[config.mk]
export PLATFORM = sky130hd
export DESIGN_NAME = write_word_receiver
export DESIGN_NICKNAME = d
export VERILOG_FILES = /design/src/serial_slave_pkg.sv /design/src/write_word_receiver.sv
export SDC_FILE = /design/constraint.sdc
export NUM_CORES = 1
export LEC_CHECK = 0
export ABC_AREA = 1
export BUFFER_PORTS_ARGS = -buffer_cell sky130_fd_sc_hd__buf_4
export CAP_MARGIN = 20
export CORE_MARGIN = 2
export CORE_UTILIZATION = 58
export CTS_CLUSTER_DIAMETER = 40
export CTS_CLUSTER_SIZE = 8
export DETAILED_ROUTE_END_ITERATION = 6
export GPL_TIMING_DRIVEN = 0
export PLACE_DENSITY_LB_ADDON = 0.15
export SYNTH_ARGS = -nofsm -noshare
export SYNTH_HDL_FRONTEND = slang
export SYNTH_SLANG_ARGS = --single-unit
[constraint.sdc]
create_clock -name clk -period 4.85 [get_ports clk]
set_clock_uncertainty 0.2 [all_clocks]
set_input_delay 0.97 -clock clk [delete_from_list [all_inputs] [get_ports clk]]
set_output_delay 0.97 -clock clk [all_outputs]
set_load 0.1 [all_outputs]
[src/serial_slave_pkg.sv]
// Shared widths, frame layout and bus structs for the serial memory slave; import where needed
package serial_slave_pkg;

    // word and address sizes
    localparam int DATA_WIDTH  = 32;
    localparam int ADDR_WIDTH  = 8;
    localparam int ID_WIDTH    = 2;

    // frame opens with three ones
    localparam int START_WIDTH = 3;
    localparam logic [START_WIDTH-1:0] START_PATTERN = 3'b111;

    // start + id + read/write + burst + address
    localparam int FRAME_BITS = START_WIDTH + ID_WIDTH + 1 + 1 + ADDR_WIDTH;

    typedef logic [DATA_WIDTH-1:0]  data_t;
    typedef logic [ADDR_WIDTH-1:0]  addr_t;
    typedef logic [ID_WIDTH-1:0]    slave_id_t;
    typedef logic [START_WIDTH-1:0] start_t;

    // control frame sent MSB first in this bit order
    typedef struct packed {
        start_t    start;
        slave_id_t id;
        logic      write;
        logic      burst;
        addr_t     addr;
    } frame_t;

    // one received write word
    typedef struct packed {
        data_t data;
        logic  last;
    } wr_word_t;

    // completion info from the read sender
    typedef struct packed {
        logic last;
    } rd_done_t;

endpackage
[src/write_word_receiver.sv]
// Collects valid-qualified serial write bits into words with their last flag; used by serial_slave
`timescale 1ns/1ps

module write_word_receiver (
    input  logic                        clk,
    input  logic                        rstN,
    input  logic                        wD,
    input  logic                        valid,
    input  logic                        last,
    output serial_slave_pkg::wr_word_t  word,
    output logic                        word_stb
);
    import serial_slave_pkg::*;

    localparam int CNT_W = $clog2(DATA_WIDTH);

    logic [CNT_W-1:0] cnt_q;
    data_t            shift_q;
    wr_word_t         word_q;
    logic             stb_q;
    logic             final_bit;

    assign final_bit = valid && (cnt_q == CNT_W'(DATA_WIDTH - 1));

    always_ff @(posedge clk or negedge rstN) begin
        if (!rstN) begin
            cnt_q <= '0;
            stb_q <= 1'b0;
        end else begin
            // counter only moves on qualified bits
            if (valid) begin
                cnt_q <= final_bit ? '0 : cnt_q + 1'b1;
            end
            stb_q <= final_bit;
        end
    end

    always_ff @(posedge clk) begin
        if (valid) begin
            shift_q <= {shift_q[DATA_WIDTH-2:0], wD};
        end
        // last is taken from the word's final bit only
        if (final_bit) begin
            word_q.data <= {shift_q[DATA_WIDTH-2:0], wD};
            word_q.last <= last;
        end
    end

    assign word     = word_q;
    assign word_stb = stb_q;

endmodule

# Word level (Yosys, flattened, before mapping)
# Index checks and enable logic that the tools add are counted.
# totals
regBits	70
latch_bits	0
mem_count	0
inputBits	5
romBits	0
mem_bits_rw	0
word_cells	9
out_inout_bits	34
# classes
bitwise_logic	0
mux	1
mul	0
shift	0
add_sub_neg	1
n_eq_ne	1
order_cmp	0
reduce_logical	1
div_mod_pow	0
# ops
cell	n
5-bit by 1-bit adder with 5-bit output (second input constant)	1
5-bit == test (second input constant)	1
5-bit two-way mux	1
1-bit logical AND	1

# Logic depth before layout (Yosys ltp)
# Gate-level depths: netlist (run 1).
# logic_depth
word_depth	3
mapped_depth	6
depth_no_buf	6

# Worst setup path after synthesis (run 1)
# No wires, ideal clock.
# synth_timing
path_kind	input-to-reg
start	input port valid
end	register word_q, in the netlist word[0] (enable)
setup_time_ns	0.389
t_arrival_ns	1.830
slack_ns	2.431
required_time_ns	4.261
n_path_buf	1
path_stages	3
cell_sequence	buf_6 -> nand2_1 -> inv_1
# synth_via
elab_chain_cells	1
# synth_rtl
item	line_no	text
start: declaration	write_word_receiver.sv:8	input logic valid,
1-bit logical AND	write_word_receiver.sv:23	assign final_bit = valid && (cnt_q == CNT_W'(DATA_WIDTH - 1));
named net final_bit	write_word_receiver.sv:21	logic final_bit;
end: declaration	write_word_receiver.sv:19	wr_word_t word_q;
# The timed path passes the listed nets, and every way through them passes these cells.
# A chain may end at the register's enable or synchronous reset.

# Final worst setup path (run 1)
# layout_timing
start	input port valid
end	register word_q, in the netlist word[18] (enable)
# Same word-level chain as after synthesis.

==> results, run 1 <==
- In this run the biggest area consumer among cell types represents 86.4% of the synthesized area.
- At the worst endpoint, the required time is 4.68 ns.
- The met1 usage in global routing is 19.4%.
- The count of nets left with antenna violations once routing finished came out at 0.
- The post-CTS resize count is 0.
- After floorplanning, the core was divided into 22 placement rows.
- Setup violations remaining at the end of the flow were counted as 0.
- Counting flops and latches in the post-synthesis netlist gives 70.
- The largest individual stage delay along the critical path comes from the cell sky130_fd_sc_hd__inv_1.
- Entering global routing, the biggest net connects 33 pins.
- The die outline width is 65.9 microns.
- The largest delay contributor family on the critical path is buffers and inverters.
- The number of hold violations in the final report is 0.
- Using the TritonRoute via totals, the vias-per-cell ratio works out to 4.83.
- For met3 alone, demand over resource in global routing was 8.35%.
- The count of flip-flops with a built-in enable after synthesis is 64.
- The delay of the slowest critical-path stage is 0.55 ns.
- The H-tree was split into 3 levels.
- The detailed router finished its first iteration with 40 violations.
- The sequential fraction of the synthesis area is 93.1%.
- The region available for standard cell placement spans 3660 sq um.
- The total clock buffers created by CTS is 9.
- Yosys attributes the largest share of cell area to sky130_fd_sc_hd__edfxtp_1 (86%), sky130_fd_sc_hd__dfrtp_1 (6.7%), sky130_fd_sc_hd__ha_1 (1.1%), sky130_fd_sc_hd__mux2_4 (0.67%), sky130_fd_sc_hd__nand2_1 (0.67%).
- By startpoint and endpoint, the worst setup path is classified as primary input to flip-flop.
- The Yosys step of the flow raised 0 warnings.
- The post-detailed-route wirelength per cell is 14.3 microns.
- For this run, the top clock speed supported by timing is 391 MHz.
- Of all cell types, the one taking the most synthesized area is sky130_fd_sc_hd__edfxtp_1.
- The met2 demand-to-capacity share in global routing is 19.6%.
- Summed over all cells, the static leakage comes to 1.04 nW.
- Once the clock tree was built, the setup fixing pass inserted 0 buffers.
- The root buffer cell is sky130_fd_sc_hd__clkbuf_8.
- Counting along the longest clock path gives a buffer depth of 2.
- The total power is 1.28 mW.
- The clock transition at the registers of the reported paths is 0.07 ns.
- Global routing used 14.8% of the available tracks.
- The number of inserted filler cells in the final layout is 212.
- In the final layout, the share of cells above drive strength 1 is 37.8%.
- The global placer's final weighted congestion is 0.677.
- The max-slew violation count is 0.
- At the pin with the least slew margin, the transition time is 0.748 ns.
- The kind of start point of the critical path is a primary input.
- The kind of end point of the critical path is a flip-flop.
- On the final layout, the worst hold slack is 0.232 ns.
- The starting utilization of the core area is 60.8%.
- After layout, the minimum clock period comes to 2.56 ns.
- The total DRC errors in the routed layout is 0.
- The number of vias after detailed routing is 946.
- The peak supply drop is 0.267 mV.
- The fraction of registers with async set or reset after synthesis is 8.57%.
- The flow ran to the end, and the final reports show no timing, DRC or antenna violations.
- The critical-path maximum fanout is 32.
- In this run the worst hold path is classified as flip-flop to flip-flop.
- The number of unique standard cell types used by synthesis is 16.
- The worst pin sits at a relative slew slack of 50.1%.
- The quantity of hold-fixing buffers added after cts is 0.
- TritonCTS built the clock tree.
- The clock reaches the later pin of the worst-skew pair after 0.32 ns.
- The share of the clock period used by the worst path after layout is 52.8%.
- Data on the critical path arrives at its endpoint at 2.39 ns.
- The first-pass GRT wire length is 4.39 mm.
- The first-pass iteration count of the detailed router is 4.
- The routed design has 2.80 mm of wire.
- The net count of the finished layout is 150.
- The number of buffer and inverter instances along the worst setup path is 4.
- The die footprint is 4350 sq um.
- The cell area after synthesis is 2220 sq um.
- From synthesis to final layout, the design area changed by 24.9%.
- The power density normalized to cell area is 460 nW/um^2.
- The count of buffers added on input and output ports is 38.
- Yosys instantiated no cell more often than sky130_fd_sc_hd__edfxtp_1.
- The most instantiated flip-flop cell in the synthesis netlist is sky130_fd_sc_hd__edfxtp_1.
- The wire-length estimate of the detail-placed layout is 1.68 mm.
- 39 I/O pins were placed.
- The number of global-route vias before repair is 915.
- The average size of a mapped cell is 23.9 sq um.
- Walking the worst path, the cells encountered are buf_4 > buf_6 > nand2_1 > inv_1 > buf_16.
- The post-route setup TNS is 0 ns.
- The number of inserted diodes is 0.
- The clock net in this run drives a total of 70 sinks.
- Setup repair after global routing left no endpoint under its margin.
- The number of antenna violations at the first check in global routing is 0.
- Ranked by instance count, the synthesized netlist is headed by sky130_fd_sc_hd__edfxtp_1 (64), sky130_fd_sc_hd__dfrtp_1 (6), sky130_fd_sc_hd__nand2_1 (4).
- After global routing, the most crowded layer is met2.
- Synthesis produced 93 cells.
- Max-cap violations in this run came to 0.
- The net count after synthesis is 100.
- For this run the aggregate overflow at the end of global routing stands at 0.
- Measured along the y axis, the die boundary spans 65.9 microns.
## path summary, 6_finish.rpt
check / startpoint / endpoint / cells past startpoint / slack (ns)
max: valid / word[18] / 5 / 2.29
min: shift_q[30] / word[32] / 0 / 0.23
min in group asynchronous: rstN / cnt_q[2] / 1 / 0.24
max reg2reg: cnt_q[0] / word[18] / 6 / 2.55
min reg2reg: shift_q[30] / word[32] / 0 / 0.23
max in group asynchronous: rstN / word_stb / 1 / 4.09
## layer usage
metal	up-vias	wire (microns)
met5	-	0
met4	0	52
met3	9	250
met2	38	1240
met1	447	1260
li1	452	-
## flip-flops by register name (all words and copies together), names as in the netlist
name      flops
word         33
shift_q      31
cnt_q         5
word_stb      1
## cells in the final DEF, fill, tap and decap left out, drive strengths merged, types with 2 or more instances in the layout
cell type | netlist | routed
dfrtp | 6 | 6
ha | 2 | 2
clkbuf | 0 | 11
a21oi | 2 | 2
clkinv | 0 | 3
inv | 3 | 3
nor2 | 4 | 4
buf | 1 | 40
edfxtp | 64 | 64
nand2 | 6 | 6
## layout make-up
| cell class | instances | area [sq um] | area share, % |
|---|---|---|---|
| buffer | 1 | 11.3 | 0.405 |
| clock buffer | 11 | 131 | 4.73 |
| clock inverter | 5 | 50.0 | 1.80 |
| inverter | 3 | 11.3 | 0.405 |
| multi-input combinational | 19 | 130 | 4.68 |
| sequential | 70 | 2070 | 74.6 |
| tap | 48 | 60.1 | 2.16 |
| timing repair buffer | 39 | 313 | 11.3 |
## report_power, final
group | leakage (nW) | internal, mW | switching, mW | total (mW)
clock network | 0.0884 | 0.233 | 0.190 | 0.424
registers | 0.673 | 0.704 | 0.0236 | 0.728
logic | 0.281 | 0.0387 | 0.0891 | 0.128
total | 1.04 | 0.977 | 0.303 | 1.28
## through the flow
step           setup WS, ns  std cells  util [%]  instance area [sq um]
2_1_floorplan          2.43         93         -                   2220
3_3_place_gp           1.70        179      70.2                   2570
3_5_place_dp           1.92        180      71.0                   2600
4_1_cts                2.26        196      75.9                   2780
5_1_grt                2.17        196      75.9                   2780
6_report               2.29        196      75.9                   2780
## cell families (layout without fill, tap and decap cells)
kind of cell	Yosys count	after routing	synth area share, %
xor+xnor	1	1	0.394
mux	1	1	0.675
fa+ha+maj	2	2	1.12
buf+inv	4	59	1.01
flops	70	70	93.1
compound gates	3	3	0.675
simple gates	12	12	2.98
Power figures use the tool's default switching activity.
==> inputs of run 2 (changes only) <==
--- a/config.mk
+++ b/config.mk
@@ -5,11 +5,11 @@
 export SDC_FILE = /design/constraint.sdc
 export NUM_CORES = 1
 export LEC_CHECK = 0
-export ABC_AREA = 1
+export ABC_AREA = 0
 export BUFFER_PORTS_ARGS = -buffer_cell sky130_fd_sc_hd__buf_4
 export CAP_MARGIN = 20
 export CORE_MARGIN = 2
-export CORE_UTILIZATION = 58
+export CORE_UTILIZATION = 53
 export CTS_CLUSTER_DIAMETER = 40
 export CTS_CLUSTER_SIZE = 8
 export DETAILED_ROUTE_END_ITERATION = 6
==> constraint.sdc (replaced) <==
create_clock -name clk -period 2.4 [get_ports clk]
set_clock_uncertainty 0.2 [all_clocks]
set_input_delay 0.48 -clock clk [delete_from_list [all_inputs] [get_ports clk]]
set_output_delay 0.48 -clock clk [all_outputs]
set_load 0.1 [all_outputs]
==> results, run 2 <==
- The fraction of synthesized cell area taken by the top area cell type came to 86.7% (was 86.4%).
- The data arrival time of the critical path was 1.85 ns (was 2.39 ns).
- The total DRC errors in the routed layout is 0 (unchanged).
- The peak supply drop is 0.595 mV (was 0.267 mV).
- The number of global-route vias before repair came to 919 (was 915).
- The leakage dissipation is 1.03 nW (was 1.04 nW).
- The worst path in the final design needs a cycle of 2.07 ns, including I/O delays and setup.
- The critical-path maximum fanout is 34 (was 32).
- The insertion delay to the later sink of the worst-skew pair is 0.33 ns (was 0.32 ns).
- The number of placement rows is 23 (was 22).
- The most instantiated flip-flop cell in the synthesis netlist is sky130_fd_sc_hd__edfxtp_1 (unchanged).
- The flop and latch count out of synthesis is 70 (unchanged).
- The count of flip-flops with a built-in enable after synthesis was 64 (unchanged).
- The CTS H-tree depth is 3 (unchanged).
- The share of the clock period used by the worst path after layout is 86.3%.
- Result of the run: complete, no violations (unchanged).
- The cell area after synthesis is 2220 sq um (about the same).
- The number of buffers between clock root and the deepest sink is 2 (unchanged).
- The die outline width is 68.7 microns (was 65.9 microns).
- The first-pass iteration count of the detailed router is 4 (unchanged).
- The design area is 2760 sq um (was 2780 sq um).
- The flip-flop count of the largest register, all copies and words added is 33 (unchanged).
- The kind of critical path is flip-flop to flip-flop (was primary input to flip-flop).
- Dominant cells by area after synthesis: sky130_fd_sc_hd__edfxtp_1 (87%), sky130_fd_sc_hd__dfrtp_1 (6.8%), sky130_fd_sc_hd__nor2b_4 (1.2%), sky130_fd_sc_hd__ha_1 (1.1%), sky130_fd_sc_hd__mux2_2 (1.0%) (was sky130_fd_sc_hd__edfxtp_1 (86%), sky130_fd_sc_hd__dfrtp_1 (6.7%), sky130_fd_sc_hd__ha_1 (1.1%), sky130_fd_sc_hd__mux2_4 (0.67%), sky130_fd_sc_hd__nand2_1 (0.67%)).
- The cell area after placement is 2560 sq um (was 2600 sq um).
- The global placer's final weighted congestion is 0.664 (was 0.677).
- The detailed placement HPWL came to 1.76 mm (was 1.68 mm).
- The net count after synthesis is 96 (was 100).
- The TritonCTS clock tree is built (unchanged).
- The share of layout cells above drive strength 1 was 40.3% (was 37.8%).
- The kind of end point of the critical path is a flip-flop (unchanged).
- The worst slew margin relative to its limit came to 68.7% (was 50.1%).
- Unrepaired setup endpoints after global routing: no (unchanged).
- The post-detailed-route wirelength per cell is 15.4 microns (was 14.3 microns).
- The post-route setup TNS is 0 ns (unchanged).
- The average size of a mapped cell is 24.9 sq um (was 23.9 sq um).
- The slack of the worst reg-to-reg path is 0.33 ns (was 2.55 ns).
- The clock transition at the registers of the reported paths is 0.07 ns (about the same).
- The number of vias after detailed routing is 978 (was 946).
- The number of unique standard cell types used by synthesis is 13 (was 16).
- The leading cell type in the layout, fill and taps excluded is sky130_fd_sc_hd__edfxtp_1 (unchanged).
- The sink count of the clock tree was 70 (unchanged).
- The fraction of registers with async set or reset after synthesis is 8.57% (unchanged).
- The area added between synthesis and finish is 24.4% (was 24.9%).
- The number of I/O port buffers is 38 (unchanged).
- The violation count after the first detailed-routing iteration is 62 (was 40).
- The worst-margin pin slew is 0.470 ns (was 0.748 ns).
- The power density normalized to cell area is 913 nW/um^2 (was 460 nW/um^2).
- The most frequently used cell type in the post-synthesis netlist is sky130_fd_sc_hd__edfxtp_1 (unchanged).
- The starting utilization of the core area was 55.4% (was 60.8%).
- The first-pass GRT wire length is 4.41 mm (was 4.39 mm).
- The count of final setup violators was 0 (unchanged).
- The total clock buffers created by CTS was 9 (unchanged).
- The residual overflow from global routing was 0 (unchanged).
- The number of inserted diodes is 0 (unchanged).
- The net count of the finished layout came to 146 (was 150).
- The chip height is 68.7 microns (was 65.9 microns).
- The remaining antenna violation count came to 0 (unchanged).
- The cell accounting for the most synthesized area is sky130_fd_sc_hd__edfxtp_1 (unchanged).
- The sequential fraction of the synthesis area is 93.5% (was 93.1%).
- The root buffer cell is sky130_fd_sc_hd__clkbuf_8 (unchanged).
- The post-CTS setup buffer count is 0 (unchanged).
- The overall fraction of global-route tracks in use came to 14.2% (was 14.8%).
- The number of hold violations in the final report is 0 (unchanged).
- The kind of start point of the critical path is a flip-flop (was primary input).
- The path type of the worst min-delay path is primary input to flip-flop (was flip-flop to flip-flop).
- The routed wire length is 2.99 mm (was 2.80 mm).
- Timing would allow up to 483 MHz.
- The die footprint is 4720 sq um (was 4350 sq um).
- The number of instances in the synthesized netlist is 89 (was 93).
- Commonest non-fill, non-tap cells in the layout: sky130_fd_sc_hd__edfxtp_1 (64), sky130_fd_sc_hd__buf_4 (38), sky130_fd_sc_hd__clkbuf_8 (9), sky130_fd_sc_hd__dfrtp_1 (6), sky130_fd_sc_hd__o21ai_0 (4) (was sky130_fd_sc_hd__edfxtp_1 (64), sky130_fd_sc_hd__buf_4 (38), sky130_fd_sc_hd__clkbuf_8 (9), sky130_fd_sc_hd__dfrtp_1 (6), sky130_fd_sc_hd__nand2_1 (4)).
- The maximum number of pins on one net before global-route repair is 39 (was 33).
- The detailed-route vias per instance was 5.04 (was 4.83).
- The max-slew violation count is 0 (unchanged).
- The number of antenna violations at the first check in global routing was 0 (unchanged).
- The total of max-cap violations was 0 (unchanged).
- The data required time of the worst path is 2.18 ns (was 4.68 ns).
- The I/O pin count is 39 (unchanged).
- Commonest cells post-synth: sky130_fd_sc_hd__edfxtp_1 (64), sky130_fd_sc_hd__dfrtp_1 (6), sky130_fd_sc_hd__o21ai_0 (4) (was sky130_fd_sc_hd__edfxtp_1 (64), sky130_fd_sc_hd__dfrtp_1 (6), sky130_fd_sc_hd__nand2_1 (4)).
- The count of yosys warnings during synthesis was 0 (unchanged).
- The total core area came to 4000 sq um (was 3660 sq um).
- The number of inserted filler cells in the final layout was 261 (was 212).
run 2: cell types whose count changed in the layout (fill, tap and decap cells not counted), sizes merged, moves of 2 or more:
cell	delta
nor2b	+2
o21ai	+3
nor2	-3
nand2	-3
inv	-2
a21oi	-2
buf	-2
run 2: final cells by class:
class / count / area, sq um / area share (%)
flip-flops and latches: 70 / 2070 / 75.1
clock buffers: 12 / 135 / 4.90
multi-input cells: 18 / 143 / 5.17
well taps: 50 / 62.6 / 2.27
clock inverters: 4 / 47.5 / 1.72
repair buffers: 39 / 295 / 10.7
inverters: 1 / 3.75 / 0.136
run 2: path summary, 6_finish.rpt:
path / start / to / depth (start not counted)
setup / recovery: cnt_q[0] / word[14] / 4
hold / removal: last / word[0] / 1
setup reg to reg: cnt_q[0] / word[14] / 4
hold reg to reg: shift_q[30] / word[32] / 0
max in group asynchronous: rstN / cnt_q[1] / 2
min in group asynchronous: rstN / word_stb / 2
run 2: routing by layer:
layer	part of all wire, %	global-route usage (%)	routed length [microns]	vias to the layer above
met2	48	19.8	1430	30
li1	-	-	-	448
met5	0	0	0	-
met1	43	17.5	1290	494
met4	2.2	10.8	65	0
met3	6.9	6.01	207	6
run 2: cell families after synthesis:
logic type	after synthesis	synth area share, %
multiplexers	2	1.02
buffers and inverters	1	0.169
AO/OA/AOI/OAI	5	1.35
adder cells (fa/ha/maj)	2	1.13
flip-flops	70	93.5
AND/OR/NAND/NOR	9	2.88
run 2: worst max-delay path, stage by stage (launching register included):
cell and delay (ns):
sky130_fd_sc_hd__dfrtp_1 0.39, sky130_fd_sc_hd__ha_1 0.21, sky130_fd_sc_hd__and3_1 0.17, sky130_fd_sc_hd__ha_1 0.27, sky130_fd_sc_hd__and2_4 0.48
run 2: what timing repair did:
action / in CTS / in global routing
endpoints found under the hold margin: 6 / 0
resized for setup: 0 / 1
hold buffers: 1 / 0
endpoints found under the setup margin: 0 / 33
run 2: power by group:
part	leakage (nW)	internal [mW]	total, mW	switching, mW
logic	0.264	0.0727	0.185	0.113
clock network	0.0904	0.477	0.863	0.386
registers	0.675	1.42	1.47	0.0544
total	1.03	1.97	2.52	0.553
run 2: metrics by stage:
stage | worst slack (ns) | total power, mW | hold slack (ns) | util [%] | cells
after global routing | 0.198 | 2.62 | 0.119 | 69.0 | 194
after floorplan | 0.384 | 1.61 | -0.0156 | - | 89
final | 0.328 | 2.52 | 0.131 | 69.0 | 194
after global placement | 0.159 | 1.66 | 0.0872 | 64.1 | 177
after detailed placement | 0.0719 | 1.68 | 0.0891 | 64.1 | 177
after CTS | 0.0607 | 2.55 | 0.118 | 68.9 | 194
==> inputs of run 3 (changes only) <==
--- a/config.mk
+++ b/config.mk
@@ -9,7 +9,7 @@
 export BUFFER_PORTS_ARGS = -buffer_cell sky130_fd_sc_hd__buf_4
 export CAP_MARGIN = 20
 export CORE_MARGIN = 2
-export CORE_UTILIZATION = 53
+export CORE_UTILIZATION = 50
 export CTS_CLUSTER_DIAMETER = 40
 export CTS_CLUSTER_SIZE = 8
 export DETAILED_ROUTE_END_ITERATION = 6
==> results, run 3 (synthesis gave the netlist of run 2 again) <==
- The total core area is 4320 sq um (was 4000 sq um).
- The post-route setup TNS is 0 ns (unchanged).
- The source of the worst register-to-register timing path is cnt_q[0] (unchanged).
- The data required time of the worst path is 2.17 ns (was 2.18 ns).
- The clock transition at the registers of the reported paths was 0.07 ns (about the same).
- The met3 track utilization from global routing is 5.56% (was 6.01%).
- The source of the worst hold timing path is last (unchanged).
- The I/O pin count is 39 (unchanged).
- The total DRC errors in the routed layout is 0 (unchanged).
- The first-pass iteration count of the detailed router is 4 (unchanged).
- The insertion delay to the later sink of the worst-skew pair was 0.33 ns (about the same).
- The met1 usage in global routing is 18.1% (was 17.5%).
- The post-CTS setup buffer count was 0 (unchanged).
- The number of vias after detailed routing came to 943 (was 978).
- The peak supply drop is 0.648 mV (was 0.595 mV).
- The number of buffers between clock root and the deepest sink was 2 (unchanged).
- The max-slew violation count is 0 (unchanged).
- The sink count of the clock tree is 70 (unchanged).
- The detailed placement HPWL is 1.91 mm (was 1.76 mm).
- The worst-margin pin slew is 0.459 ns (was 0.470 ns).
- The share of layout cells above drive strength 1 is 39.6% (was 40.3%).
- The count of placed standard cells in the final layout, fillers left out is 196 (was 194).
- The worst slew margin relative to its limit is 69.4% (was 68.7%).
- The most used routing layer is met2 (unchanged).
- The worst hold path depth was 1 (unchanged).
- The area added between synthesis and finish is 23.4% (was 24.4%).
- The count of final setup violators is 0 (unchanged).
- The post-detailed-route wirelength per cell came to 16.1 microns (was 15.4 microns).
- The total clock buffers created by CTS is 9 (unchanged).
- The leakage dissipation was 1.02 nW (was 1.03 nW).
- The end point of the most critical hold path was word[0] (unchanged).
- The power density normalized to cell area is 879 nW/um^2 (was 913 nW/um^2).
- The highest clock frequency the design can meet was 481 MHz (was 483 MHz).
- The design area is 2740 sq um (was 2760 sq um).
- Result of the run: complete, no violations (unchanged).
- The CTS H-tree depth is 3 (unchanged).
- The share of the clock period used by the worst path after layout was 86.7% (was 86.3%).
- The number of antenna violations at the first check in global routing was 0 (unchanged).
- The routed wire length is 3.15 mm (was 2.99 mm).
- Unrepaired setup endpoints after global routing: no (unchanged).
- The path type of the worst min-delay path is primary input to flip-flop (unchanged).
- The cell area after placement is 2570 sq um (was 2560 sq um).
- Commonest non-fill, non-tap cells in the layout: sky130_fd_sc_hd__edfxtp_1 (64), sky130_fd_sc_hd__buf_4 (38), sky130_fd_sc_hd__clkbuf_8 (9), sky130_fd_sc_hd__dfrtp_1 (6), sky130_fd_sc_hd__o21ai_0 (4) (unchanged).
- The slack of the worst reg-to-reg path is 0.32 ns (was 0.33 ns).
- The clock period minus worst slack was 2.08 ns (was 2.07 ns).
- The flip-flop count of the largest register, all copies and words added was 33 (unchanged).
- The number of inserted diodes came to 0 (unchanged).
- The number of global-route vias before repair is 945 (was 919).
- The first-pass GRT wire length is 4.97 mm (was 4.41 mm).
- The post-placement cell count is 179 (was 177).
- The detailed-route vias per instance is 4.81 (was 5.04).
- The chip height came to 70.6 microns (was 68.7 microns).
- The path depth of the worst reg2reg path came to 4 (unchanged).
- The total of max-cap violations is 0 (unchanged).
- The net count of the finished layout is 146 (unchanged).
- The kind of start point of the critical path is a flip-flop (unchanged).
- The overall fraction of global-route tracks in use is 14.4% (was 14.2%).
- The violation count after the first detailed-routing iteration is 46 (was 62).
- The global placer's final weighted congestion is 0.643 (was 0.664).
- The number of placement rows was 24 (was 23).
- The kind of critical path is flip-flop to flip-flop (unchanged).
- The share of the core filled with cells is 63.3% (was 69.0%).
- The kind of end point of the critical path is a flip-flop (unchanged).
- The leading cell type in the layout, fill and taps excluded was sky130_fd_sc_hd__edfxtp_1 (unchanged).
- The number of I/O port buffers is 38 (unchanged).
- The root buffer cell is sky130_fd_sc_hd__clkbuf_8 (unchanged).
- The residual overflow from global routing was 0 (unchanged).
- The number of hold violations in the final report is 0 (unchanged).
- The maximum number of pins on one net before global-route repair was 39 (unchanged).
- The die footprint was 4980 sq um (was 4720 sq um).
- The data arrival time of the critical path is 1.85 ns (about the same).
- The starting utilization of the core area came to 51.3% (was 55.4%).
- The die outline width is 70.6 microns (was 68.7 microns).
- The remaining antenna violation count came to 0 (unchanged).
- The TritonCTS clock tree is built (unchanged).
- The reg-to-reg endpoint is word[24] (was word[14]).
- The critical-path maximum fanout was 34 (unchanged).
- The met2 demand-to-capacity share in global routing came to 20.0% (was 19.8%).
-- run 3: changes by cell type in the layout (fill, tap and decap cells not counted) --
cell | before | now
sky130_fd_sc_hd__bufinv_16 | 1 | 0
sky130_fd_sc_hd__clkbuf_1 | 3 | 1
sky130_fd_sc_hd__clkinv_1 | 0 | 3
-- run 3: layer usage --
metal | vias up | wire length, microns
li1 | 449 | -
met3 | 6 | 182
met5 | - | 0
met4 | 0 | 59
met1 | 456 | 1400
met2 | 32 | 1510
-- run 3: where the power goes --
group	total, mW	switching, mW	internal [mW]
clock	0.750	0.390	0.360
sequential	1.47	0.0519	1.42
combinational	0.185	0.113	0.0727
total	2.40	0.554	1.85
-- run 3: timing repair --
| item | CTS | global route |
|---|---|---|
| hold endpoints to repair | 6 | 0 |
| resized for setup | 0 | 1 |
| endpoints found under the setup margin | 0 | 33 |
| hold buffers | 1 | 0 |
-- run 3: final cells by class --
class                   instances  area [sq um]
clock inverters                 6          28.8
repair buffers                 39           295
well taps                      52          65.1
fillers                       312          1590
flip-flops and latches         70          2070
inverters                       1          3.75
multi-input cells              18           143
clock buffers                  10           128
-- run 3: worst max-delay path: stages (launching register included) --
cell and delay [ns]:
sky130_fd_sc_hd__dfrtp_1 0.38, sky130_fd_sc_hd__ha_1 0.20, sky130_fd_sc_hd__and3_1 0.17, sky130_fd_sc_hd__ha_1 0.28
sky130_fd_sc_hd__and2_4 0.48
-- run 3: worst max path at each step --
stage                        start  endpoint  slack, ns
after global routing      cnt_q[0]  word[24]       0.22
after CTS                 cnt_q[0]  word[24]       0.05
after global placement    cnt_q[0]   word[0]       0.16
final                     cnt_q[0]  word[24]       0.32
after floorplan           cnt_q[0]   word[0]       0.38
after detailed placement  cnt_q[0]  word[14]       0.05
-- run 3: per-stage QoR --
stage                     power, mW  worst slack (ns)  hold WS [ns]
after floorplan                1.61             0.384       -0.0156
after global placement         1.66             0.161        0.0878
after detailed placement       1.68            0.0520        0.0905
after CTS                      2.44            0.0481         0.108
after global routing           2.52             0.225         0.109
final                          2.40             0.320         0.126
